==> src/icache_cfg_pkg.sv <==
`default_nettype none

package icache_cfg_pkg;

    // Byte address and line geometry
    localparam int ADDR_W   = 32;
    localparam int LINE_W   = 128;
    localparam int OFFSET_W = $clog2(LINE_W / 8);

    // Set count drives the index and tag split
    localparam int NSET    = 256;
    localparam int INDEX_W = $clog2(NSET);
    localparam int TAG_W   = ADDR_W - INDEX_W - OFFSET_W;

endpackage

`default_nettype wire

==> src/icache_types_pkg.sv <==
`default_nettype none

package icache_types_pkg;

    import icache_cfg_pkg::*;

    typedef logic [INDEX_W-1:0] index_t;

    typedef logic [LINE_W-1:0] line_t;

    // One tag RAM word, valid on top
    typedef struct packed {
        logic             valid;
        logic [TAG_W-1:0] tag;
    } tag_entry_t;

    typedef enum logic [2:0] {
        IDLE,
        LOOKUP,
        REFILL_REQ,
        REFILL_WAIT,
        MAINT
    } ctrl_state_t;

endpackage

`default_nettype wire

==> src/icache_maint.sv <==
`timescale 1ns/1ps
`default_nettype none

module icache_maint
    import icache_cfg_pkg::*;
    import icache_types_pkg::*;
#(
    parameter int NWAY = 2
) (
    input  logic                                 clk,
    input  logic                                 rst,
    input  logic                                 invalid_i,
    input  logic                                 cacop_i,
    input  logic [((NWAY > 1) ? $clog2(NWAY) : 1)-1:0] cacop_way_i,
    input  index_t                               cacop_index_i,
    input  logic                                 ctrl_idle_i,
    output logic                                 maint_busy_o,
    output logic                                 maint_we_o,
    output logic [NWAY-1:0]                      maint_way_o,
    output index_t                               maint_index_o,
    output logic                                 cacop_ack_o
);

    logic            start_sweep;
    logic            start_op;
    logic            sweep_active;
    index_t          sweep_cnt;
    logic            op_pending;
    logic [NWAY-1:0] op_way;
    index_t          op_index;

    // Invalidate wins over cacop
    assign start_sweep = ctrl_idle_i & invalid_i;
    assign start_op    = ctrl_idle_i & cacop_i & ~invalid_i;

    //////////////////////////////
    // Sweep counter
    //////////////////////////////

    always_ff @(posedge clk) begin
        if (rst) begin
            sweep_active <= 1'b1;
            sweep_cnt    <= '0;
        end else if (start_sweep) begin
            sweep_active <= 1'b1;
            sweep_cnt    <= '0;
        end else if (sweep_active) begin
            sweep_cnt <= sweep_cnt + 1'b1;
            if (sweep_cnt == index_t'(NSET - 1)) begin
                sweep_active <= 1'b0;
            end
        end
    end

    //////////////////////////////
    // Single-entry clear
    //////////////////////////////

    always_ff @(posedge clk) begin
        if (rst) begin
            op_pending  <= 1'b0;
            cacop_ack_o <= 1'b0;
        end else begin
            op_pending  <= start_op;
            cacop_ack_o <= op_pending;
        end
    end

    always_ff @(posedge clk) begin
        if (start_op) begin
            op_way   <= NWAY'(1) << cacop_way_i;
            op_index <= cacop_index_i;
        end
    end

    // Busy covers the request cycle so no lookup slips in
    assign maint_busy_o  = sweep_active | op_pending | start_sweep | start_op;
    assign maint_we_o    = sweep_active | op_pending;
    assign maint_way_o   = sweep_active ? '1 : op_way;
    assign maint_index_o = sweep_active ? sweep_cnt : op_index;

endmodule

`default_nettype wire

==> config.mk <==
export PLATFORM = sky130hd
export DESIGN_NAME = icache_maint
export DESIGN_NICKNAME = d
export VERILOG_FILES = /design/src/icache_cfg_pkg.sv /design/src/icache_types_pkg.sv /design/src/icache_maint.sv
export SDC_FILE = /design/constraint.sdc
export NUM_CORES = 1
export LEC_CHECK = 0
export BUFFER_PORTS_ARGS = -buffer_cell sky130_fd_sc_hd__buf_2
export CAP_MARGIN = 20
export CORE_MARGIN = 3
export CORE_UTILIZATION = 44
export DETAILED_ROUTE_END_ITERATION = 10
export GPL_TIMING_DRIVEN = 0
export PLACE_DENSITY = 0.77
export SETUP_SLACK_MARGIN = 0.1
export SLEW_MARGIN = 20
export SYNTH_ARGS = -nofsm -noshare
export SYNTH_HDL_FRONTEND = slang
export SYNTH_SLANG_ARGS = --single-unit
==> constraint.sdc <==
create_clock -name clk -period 1.3 [get_ports clk]
set_clock_uncertainty 0.1 [all_clocks]
set_input_delay 0.195 -clock clk [delete_from_list [all_inputs] [get_ports clk]]
set_output_delay 0.195 -clock clk [all_outputs]
set_load 0.05 [all_outputs]
==> impl_metrics.py, run 1 <==
metrics = {
    "die": {
        "core_area_um2": 1800,
        "dieArea_um2": 2560,
        "initial_core_util": 0.485,
        "io_pins": 27,
        "die_w_um": 50.6,
        "die_h_um": 50.6,
        "rows": 15,
    },
    "worst_setup_path": {
        "crit_fanout": 6,
        "crit_arrival_ns": 1.37,
        "critPathKind": "reg2out",
        "worst_r2r_startpoint": "sweep_active",
        "crit_start": "sweep_active",
        "cp-endpoint": "maint_index_o[0]",
        "startpoint_type": "flip-flop",
        "worstPathRequired_ns": 1.00,
        "rrSetupSlack_ns": -0.29,
        "regToRegEndpoint": "sweep_cnt[7]",
        "endpoint_kind": "primary output",
        "reg2regPathDepth": 7,
    },
    "final_layout": {
        "diodes": 0,
        "postLayoutCellArea_um2": 1510,
        "final_layout_size_suffix_gt1_frac": 0.574,
        "layout_common_cells": "buf_2, dlygate4sd3_1, edfxtp_1, buf_6, buf_8",
        "final_common_cell": "buf_2",
        "area_growth_syn_to_layout_pct": 72.7,
        "nNetsFinal": 138,
        "utilization": 0.838,
        "multi_input_area_um2": 442,
        "nFillCells": 94,
        "seqCellArea_um2": 533,
    },
    "synth": {
        "seq_area_frac_synth": 0.595,
        "synth_top_area_cell": "edfxtp_1",
        "synth_edf_count": 10,
        "synth_fp_nets": 88,
        "synth_warnings": 0,
        "syn_inst": 73,
        "synth_flop_cell": "dfxtp_1",
        "synthesis.area_um2": 875,
        "synthArstFlopShare": 0,
        "ys_ff_latch": 21,
        "synth_top_area_frac": 0.343,
        "synth_area_per_cell_um2": 12.0,
        "netlist_top_cells_area": "edfxtp_1, dfxtp_1, mux2_2, xor2_1, nor2_1",
        "synth_cell_type_count": 25,
    },
    "grt": {
        "grt_use_met2": 0.417,
        "use_met1": 0.244,
        "grt_pass1_vias": 854,
        "grt_overflow": 0,
        "antenna_found_initial": 0,
        "met3_usage": 0.0386,
        "top_usage_layer": "met2",
        "grt.total_usage": 0.221,
        "grt_max_degree": 13,
        "grt_pass1_wl_um": 4140,
    },
    "sta": {
        "finalHoldViolCount": 0,
        "maxSlewHeadroom": 0.654,
        "fin_ws_ns": -0.370,
        "period_share": 1.28,
        "setup_violations": 17,
        "setup_tns_ns": -5.04,
        "rsz0062_at_grt": "yes",
        "finalMaxSlewViolations": 0,
        "period_needed_ns": 1.67,
        "worst_slew_pin_slew_ns": 0.518,
        "fmax_mhz": 599,
    },
    "power": {
        "p_int_mw": 0.904,
        "p_comb_frac": 0.123,
        "finalPower_mw": 1.20,
        "swShare": 0.245,
        "clockPowerShare": 0.261,
        "p_sw_mw": 0.293,
        "peakVddDrop_v": 0.000961,
        "pwr_density_cell_nw_per_um2": 792,
        "p_leak_nw": 0.623,
        "pwr-share-seq": 0.615,
    },
    "clocking": {
        "root_buffer": "clkbuf_4",
        "clk_pin_slew_ns": 0.11,
        "htree_levels": 1,
        "cts_tree": "built",
        "clkLatencyLatePin_ns": 0.30,
        "numCtsBuffers": 3,
        "cts_buffer_depth": 2,
        "cts_sinks": 21,
    },
    "detailed_routing": {
        "ant_nets": 0,
        "wl_per_cell_um": 19.3,
        "vias_per_cell": 5.46,
        "drt-total-wl_um": 2840,
        "drtPass1Iterations": 4,
        "drt_iter0_drc": 36,
        "drc_errors": 0,
        "vias": 803,
    },
    "job": {
        "maxCapViolCount": 0,
    },
    "place": {
        "hpwl_um": 1180,
        "gp_congestion": 0.697,
        "place_ws_ns": -0.194,
        "post_dp_cell_area_um2": 1110,
        "io_buffers": 26,
    },
    "hold_path": {
        "hold_path_class": "in2reg",
    },
    "status": {
        "status": "finished with violations",
        "failed_checks": "setup timing",
    },
}
-- worst max-delay path: stages (launching register included) --
cell and delay, ns:
dfxtp_2 0.35, buf_8 0.13, buf_6 0.12, mux2_4 0.32, buf_8 0.15
-- state kept, by name, summed over array words and instances, names as in the netlist --
register      count
cacop_ack_o       1
op_index          8
op_pending        1
op_way            2
sweep_active      1
sweep_cnt         8
-- timing repair --
action / CTS / global route
hold endpoints to repair: 11 / 0
hold buffers: 11 / 0
resized for setup: 45 / 11
buffers inserted: 6 / 3
setup endpoints to repair: 15 / 31
pin swaps: 6 / 3
gates cloned: 1 / 0
-- metrics by stage --
step                      instances  hold WS, ns
after floorplan                  73        0.167
after global placement          124        0.271
after detailed placement        124        0.274
after CTS                       145       0.0342
after global routing            147       0.0959
final                           147       0.0804
-- cell type report --
type / count / area share
Buffer: 2 / 0.0199
Multi-Input combinational cell: 49 / 0.292
Clock buffer: 3 / 0.0149
Clock inverter: 1 / 0.00331
Tap cell: 25 / 0.0207
Inverter: 1 / 0.00249
Sequential cell: 21 / 0.353
Timing Repair Buffer: 45 / 0.293
-- cell usage after synthesis (2+ instances only) --
library cell and n:
a21oi_1 4, mux2_2 8, edfxtp_1 10, nor2_1 6, or3_2 2, dfxtp_1 11, or2_2 3, nand3_1 2
o21ai_0 4, nand4_1 3, nand2_1 4, xor2_1 3
-- cells by family (layout without fill, tap and decap cells) --
logic type,count (synthesis),in the layout,share of synthesized area
compound gates,10,10,0.0630
simple gates,25,25,0.155
fa+ha+maj,1,1,0.0143
buf+inv,3,52,0.0186
mux,9,9,0.114
flops,21,21,0.595
xor+xnor,4,4,0.0401
-- power by group through the flow --
stage | clock [mW] | combinational [mW] | sequential [mW]
after floorplan | 0 | 0.0529 | 0.744
after global placement | 0 | 0.0858 | 0.744
after detailed placement | 0 | 0.0893 | 0.745
after CTS | 0.317 | 0.129 | 0.732
after global routing | 0.339 | 0.156 | 0.739
final | 0.313 | 0.148 | 0.736
-- per-layer routing --
layer | wire, um | up-vias
li1 | - | 363
met1 | 1070 | 384
met2 | 1500 | 48
met3 | 206 | 8
met4 | 66 | 0
met5 | 0 | -
-- how the worst min path moves through the flow --
stage                     slack (ns)            to             start  depth (start not counted)
after floorplan                 0.17   cacop_ack_o               rst                          1
after global placement          0.27   op_index[6]  cacop_index_i[6]                          1
after detailed placement        0.27   op_index[6]  cacop_index_i[6]                          1
after CTS                       0.03  sweep_active       ctrl_idle_i                          3
after global routing             0.1  sweep_active       ctrl_idle_i                          3
final                           0.08  sweep_active       ctrl_idle_i                          3
Power figures use the tool's default switching activity.
==> run 2: changes to the inputs <==
--- a/config.mk
+++ b/config.mk
@@ -5,7 +5,7 @@
 export SDC_FILE = /design/constraint.sdc
 export NUM_CORES = 1
 export LEC_CHECK = 0
-export BUFFER_PORTS_ARGS = -buffer_cell sky130_fd_sc_hd__buf_2
+export BUFFER_PORTS_ARGS = -buffer_cell sky130_fd_sc_hd__buf_4
 export CAP_MARGIN = 20
 export CORE_MARGIN = 3
 export CORE_UTILIZATION = 44
==> run 2 against run 1 <==
Against the previous run: the flow still finishes with violations (setup timing); maximum frequency is 0.67% lower; worst hold slack lost 0.065 ns; routed wire length shrank 11%; non-clock buffer count is 1 higher.
==> impl_metrics.py, run 2 (synthesis gave the netlist of run 1 again) <==
metrics = {
    "grt": {
        "grt_overflow": 0,
        "grt_max_degree": 13,
        "grt_pass1_vias": 783,
        "grt.total_usage": 0.206,
        "grt_pass1_wl_um": 3810,
        "antenna_found_initial": 0,
    },
    "clocking": {
        "cts_buffer_depth": 2,
        "clk_pin_slew_ns": 0.11,
        "root_buffer": "clkbuf_4",
        "clkLatencyLatePin_ns": 0.31,
        "cts_sinks": 21,
        "numCtsBuffers": 3,
        "htree_levels": 1,
        "cts_tree": "built",
    },
    "detailed_routing": {
        "vias": 815,
        "drt-total-wl_um": 2530,
        "drc_errors": 0,
        "drt_iter0_drc": 7,
        "drtPass1Iterations": 4,
        "vias_per_cell": 5.51,
        "wl_per_cell_um": 17.1,
        "ant_nets": 0,
    },
    "sta": {
        "period_share": 1.29,
        "fin_ws_ns": -0.381,
        "setup_tns_ns": -4.09,
        "finalMaxSlewViolations": 0,
        "holdWs_ns": 0.0151,
        "period_needed_ns": 1.68,
        "setup_violations": 15,
        "finalHoldViolCount": 0,
        "fmax_mhz": 595,
        "maxSlewHeadroom": 0.657,
        "worst_slew_pin_slew_ns": 0.514,
        "rsz0062_at_grt": "yes",
    },
    "hold_path": {
        "hold_path_class": "in2reg",
        "min_from": "ctrl_idle_i",
    },
    "place": {
        "place_ws_ns": -0.193,
        "io_buffers": 26,
        "hpwl_um": 1290,
        "gp_congestion": 0.708,
    },
    "power": {
        "pwr-share-seq": 0.604,
        "pwr_density_cell_nw_per_um2": 799,
        "p_int_mw": 0.909,
        "p_sw_mw": 0.294,
        "p_comb_frac": 0.131,
        "p_leak_nw": 0.621,
        "swShare": 0.244,
        "peakVddDrop_v": 0.000673,
        "clockPowerShare": 0.265,
    },
    "worst_setup_path": {
        "worst_r2r_startpoint": "sweep_cnt[0]",
        "reg2regPathDepth": 4,
        "regToRegEndpoint": "sweep_cnt[7]",
        "worstPathRequired_ns": 1.00,
        "crit_fanout": 7,
        "cp-endpoint": "maint_index_o[6]",
        "critPathKind": "reg2out",
        "startpoint_type": "flip-flop",
        "crit_start": "sweep_active",
        "endpoint_kind": "primary output",
        "crit_arrival_ns": 1.39,
        "rrSetupSlack_ns": -0.05,
    },
    "die": {
        "dieArea_um2": 2560,
        "initial_core_util": 0.485,
        "core_area_um2": 1800,
        "die_h_um": 50.6,
        "die_w_um": 50.6,
        "io_pins": 27,
        "rows": 15,
    },
    "status": {
        "failed_checks": "setup timing",
        "status": "finished with violations",
    },
    "final_layout": {
        "final_common_cell": "buf_4",
        "final_layout_size_suffix_gt1_frac": 0.610,
        "diodes": 0,
        "layout_common_cells": "buf_4, buf_6, dlygate4sd3_1, edfxtp_1, mux2_4",
        "area_growth_syn_to_layout_pct": 72.1,
        "utilization": 0.835,
        "nNetsFinal": 139,
        "top_regs": "op_index (8), sweep_cnt (8), op_way (2)",
    },
    "job": {
        "maxCapViolCount": 0,
    },
}
[run 2: changes by cell type in the layout (fill, tap and decap cells not counted), moves of 2 or more]
cell | previous run | this run
buf_4 | 2 | 21
buf_2 | 13 | 1
buf_8 | 9 | 2
dfxtp_4 | 2 | 5
buf_6 | 10 | 12
dfxtp_1 | 5 | 3
[run 2: area by class of cell]
| type | count | area [um^2] |
|---|---|---|
| sequential | 21 | 543 |
| multi-input combinational | 49 | 442 |
| timing repair buffer | 46 | 427 |
| fill | 104 | 297 |
| buffer | 2 | 31.3 |
| tap | 25 | 31.3 |
| clock buffer | 3 | 22.5 |
| clock inverter | 1 | 5.00 |
| inverter | 1 | 3.75 |
[run 2: per-layer routing]
metal  track usage  routed length (um)
met5             0                   0
met4        0.0717                 121
met3        0.0653                 133
met2         0.354                1360
met1         0.239                 913
[run 2: timing repair]
action                                  CTS  global route
endpoints found under the hold margin    12             0
cloned                                    1             0
pin swaps                                 1             2
setup buffers                             7             1
resized for setup                        24            11
hold buffers                             11             0
endpoints found under the setup margin   15            25
[run 2: stage by stage]
step	std cells	power [mW]	cell area, um^2
global placement	124	0.845	1180
detailed placement	124	0.851	1180
CTS	147	1.18	1460
global route	148	1.24	1510
finish	148	1.20	1510
floorplan	73	0.797	951
[run 2: critical path: stages (launching register included)]
cell and delay (ns):
dfxtp_2 0.35, buf_6 0.13, buf_12 0.13, mux2_4 0.30, buf_6 0.15
[run 2: power by group through the flow]
stage          Sequential, mW  Combinational (mW)  Clock, mW
2_1_floorplan           0.744              0.0529          0
3_3_place_gp            0.744               0.101          0
3_5_place_dp            0.746               0.105          0
4_1_cts                 0.725               0.142      0.317
5_1_grt                 0.730               0.170      0.344
6_report                0.727               0.157      0.319
[run 2: worst min-delay path by stage]
stage                     slack [ns]      endpoint  cells past startpoint
after floorplan                 0.17   cacop_ack_o                      1
after global placement          0.27   op_index[5]                      1
after detailed placement        0.27   op_index[7]                      1
after CTS                      0.005  sweep_active                      3
after global routing            0.02  sweep_active                      3
final                           0.02  sweep_active                      3
==> run 3: changes to the inputs <==
--- a/config.mk
+++ b/config.mk
@@ -5,6 +5,7 @@
 export SDC_FILE = /design/constraint.sdc
 export NUM_CORES = 1
 export LEC_CHECK = 0
+export ABC_AREA = 1
 export BUFFER_PORTS_ARGS = -buffer_cell sky130_fd_sc_hd__buf_4
 export CAP_MARGIN = 20
 export CORE_MARGIN = 3
==> run 3 against run 2 <==
Against the previous run: the flow still finishes with violations (setup timing); worst hold slack better by 0.056 ns; clock power down 3%; via count up 4.7%; die area up 1.4%; critical path depth down 1; first-iteration DRC count rose to 4.0 times the previous value; final cell count up 18%.
==> impl_metrics.py, run 3 <==
metrics = {
    "grt": {
        "grt.total_usage": 0.200,
        "grt_max_degree": 12,
        "antenna_found_initial": 0,
        "grt_pass1_wl_um": 3800,
        "grt_overflow": 0,
        "grt_pass1_vias": 850,
    },
    "die": {
        "initial_core_util": 0.488,
        "core_area_um2": 1820,
        "die_h_um": 50.9,
        "dieArea_um2": 2590,
        "die_w_um": 50.9,
        "rows": 15,
        "io_pins": 27,
    },
    "synth": {
        "synth_top_area_cell": "edfxtp_1",
        "yosys-top-cells-count": "nand2_1, nor2_1, dfxtp_1, edfxtp_1, inv_1",
        "seq_area_frac_synth": 0.586,
        "synth_top_area_frac": 0.338,
        "synth_edf_count": 10,
        "synth_fp_nets": 119,
        "netlist_top_cells_area": "edfxtp_1, dfxtp_1, nand2_1, nor2_1, inv_1",
        "synth_flop_cell": "dfxtp_1",
        "synthArstFlopShare": 0,
        "synth_most_common_cell": "nand2_1",
        "synth_cell_type_count": 17,
        "syn_inst": 104,
        "synth_warnings": 0,
        "synth_area_per_cell_um2": 8.54,
        "ys_ff_latch": 21,
        "synthesis.area_um2": 888,
    },
    "clocking": {
        "cts_tree": "built",
        "clk_pin_slew_ns": 0.12,
        "cts_buffer_depth": 2,
        "clkLatencyLatePin_ns": 0.30,
        "cts_sinks": 21,
        "root_buffer": "clkbuf_4",
        "htree_levels": 1,
        "numCtsBuffers": 3,
    },
    "detailed_routing": {
        "wl_per_cell_um": 14.5,
        "vias": 853,
        "drtPass1Iterations": 4,
        "drt_iter0_drc": 28,
        "drt-total-wl_um": 2550,
        "ant_nets": 0,
        "vias_per_cell": 4.87,
        "drc_errors": 0,
    },
    "final_layout": {
        "top_regs": "op_index (8), sweep_cnt (8), op_way (2)",
        "fin_cells": 175,
        "nFillCells": 106,
        "seqCellArea_um2": 533,
        "layout_common_cells": "nand2_1, buf_4, nand2_2",
        "diodes": 0,
        "multi_input_area_um2": 433,
        "final_common_cell": "nand2_1",
        "area_growth_syn_to_layout_pct": 70.6,
        "utilization": 0.832,
        "nNetsFinal": 166,
        "final_layout_size_suffix_gt1_frac": 0.480,
    },
    "worst_setup_path": {
        "crit_fanout": 5,
        "critPathKind": "reg2out",
        "regToRegEndpoint": "sweep_cnt[5]",
        "crit_arrival_ns": 1.22,
        "worstPathRequired_ns": 1.00,
        "worst_r2r_startpoint": "sweep_active",
        "rrSetupSlack_ns": 0.07,
        "startpoint_type": "flip-flop",
        "reg2regPathDepth": 7,
        "crit_start": "sweep_active",
        "endpoint_kind": "primary output",
    },
    "power": {
        "p_int_mw": 0.913,
        "p_comb_frac": 0.128,
        "clockPowerShare": 0.260,
        "p_leak_nw": 0.622,
        "p_sw_mw": 0.281,
        "pwr-share-seq": 0.612,
        "peakVddDrop_v": 0.000730,
        "swShare": 0.235,
        "pwr_density_cell_nw_per_um2": 788,
    },
    "hold_path": {
        "hold_path_class": "in2reg",
        "hold_depth": 3,
        "min_from": "rst",
        "worstHoldEndpoint": "sweep_active",
    },
    "sta": {
        "setup_violations": 12,
        "fin_ws_ns": -0.211,
        "finalMaxSlewViolations": 0,
        "maxSlewHeadroom": 0.760,
        "finalHoldViolCount": 0,
        "worst_slew_pin_slew_ns": 0.360,
        "rsz0062_at_grt": "yes",
        "fmax_mhz": 662,
        "period_share": 1.16,
        "period_needed_ns": 1.51,
    },
    "job": {
        "maxCapViolCount": 0,
    },
    "status": {
        "status": "finished with violations",
        "failed_checks": "setup timing",
    },
    "place": {
        "placed_cells": 155,
        "place_ws_ns": -0.0382,
        "gp_congestion": 0.822,
        "hpwl_um": 1310,
        "io_buffers": 26,
    },
}
run 3: changes by cell type in the layout (fill, tap and decap cells not counted), moves of 5 or more:
cell	change
nor2_1	+5
inv_1	+7
mux2_4	-6
nand2_2	+11
nand2_1	+18
buf_6	-7
buf_8	+8
run 3: worst max path at each step:
stage                  endpoint  slack, ns  depth (start not counted)
2_1_floorplan      maint_busy_o     0.0008                          3
3_3_place_gp       maint_busy_o      0.002                          6
3_5_place_dp       maint_busy_o      -0.04                          6
4_1_cts          maint_way_o[0]      -0.18                          3
5_1_grt        maint_index_o[3]      -0.24                          5
6_report         maint_way_o[0]      -0.21                          3
run 3: critical path, cell delays in order (launching register included):
cell	delay, ns
dfxtp_4	0.39
buf_6	0.13
or2_4	0.24
buf_8	0.15
run 3: routing by layer:
layer  track usage  routed length [um]
met1         0.206                 921
met2         0.391                1450
met3        0.0525                 159
met4        0.0538                  17
met5             0                   0
run 3: layout make-up:
type	count	share of cell area
sequential	21	0.352
timing repair buffer	42	0.282
clock buffer	4	0.0173
multi-input combinational	71	0.286
inverter	10	0.0281
buffer	2	0.0149
tap	25	0.0206
run 3: power by group through the flow:
stage	sequential, mW	combinational, mW	clock (mW)
finish	0.731	0.153	0.310
global route	0.733	0.163	0.345
CTS	0.726	0.140	0.302
detailed placement	0.740	0.106	0
global placement	0.739	0.104	0
floorplan	0.739	0.0558	0
run 3: cell families (layout without fill, tap and decap cells):
group | Yosys count | after routing | share of synthesized area
simple gates | 61 | 61 | 0.292
flops | 21 | 21 | 0.586
buf+inv | 12 | 58 | 0.0535
compound gates | 9 | 9 | 0.0549
fa+ha+maj | 1 | 1 | 0.0141
run 3: stage by stage:
stage | hold WS (ns) | area (um^2) | power (mW) | TNS, ns
final | 0.0707 | 1520 | 1.19 | -2.08
after floorplan | 0.167 | 926 | 0.795 | 0
after global placement | 0.274 | 1150 | 0.843 | 0
after detailed placement | 0.274 | 1150 | 0.846 | -0.0382
after global routing | 0.0758 | 1520 | 1.24 | -2.55
after CTS | 0.0662 | 1420 | 1.17 | -1.83
run 3: what timing repair did:
action	in CTS	in global routing
endpoints found under the hold margin	11	0
gates resized for setup	38	21
cloned	2	0
setup endpoints to repair	14	17
hold buffers	10	0
pin swaps	7	7
buffers inserted	2	2
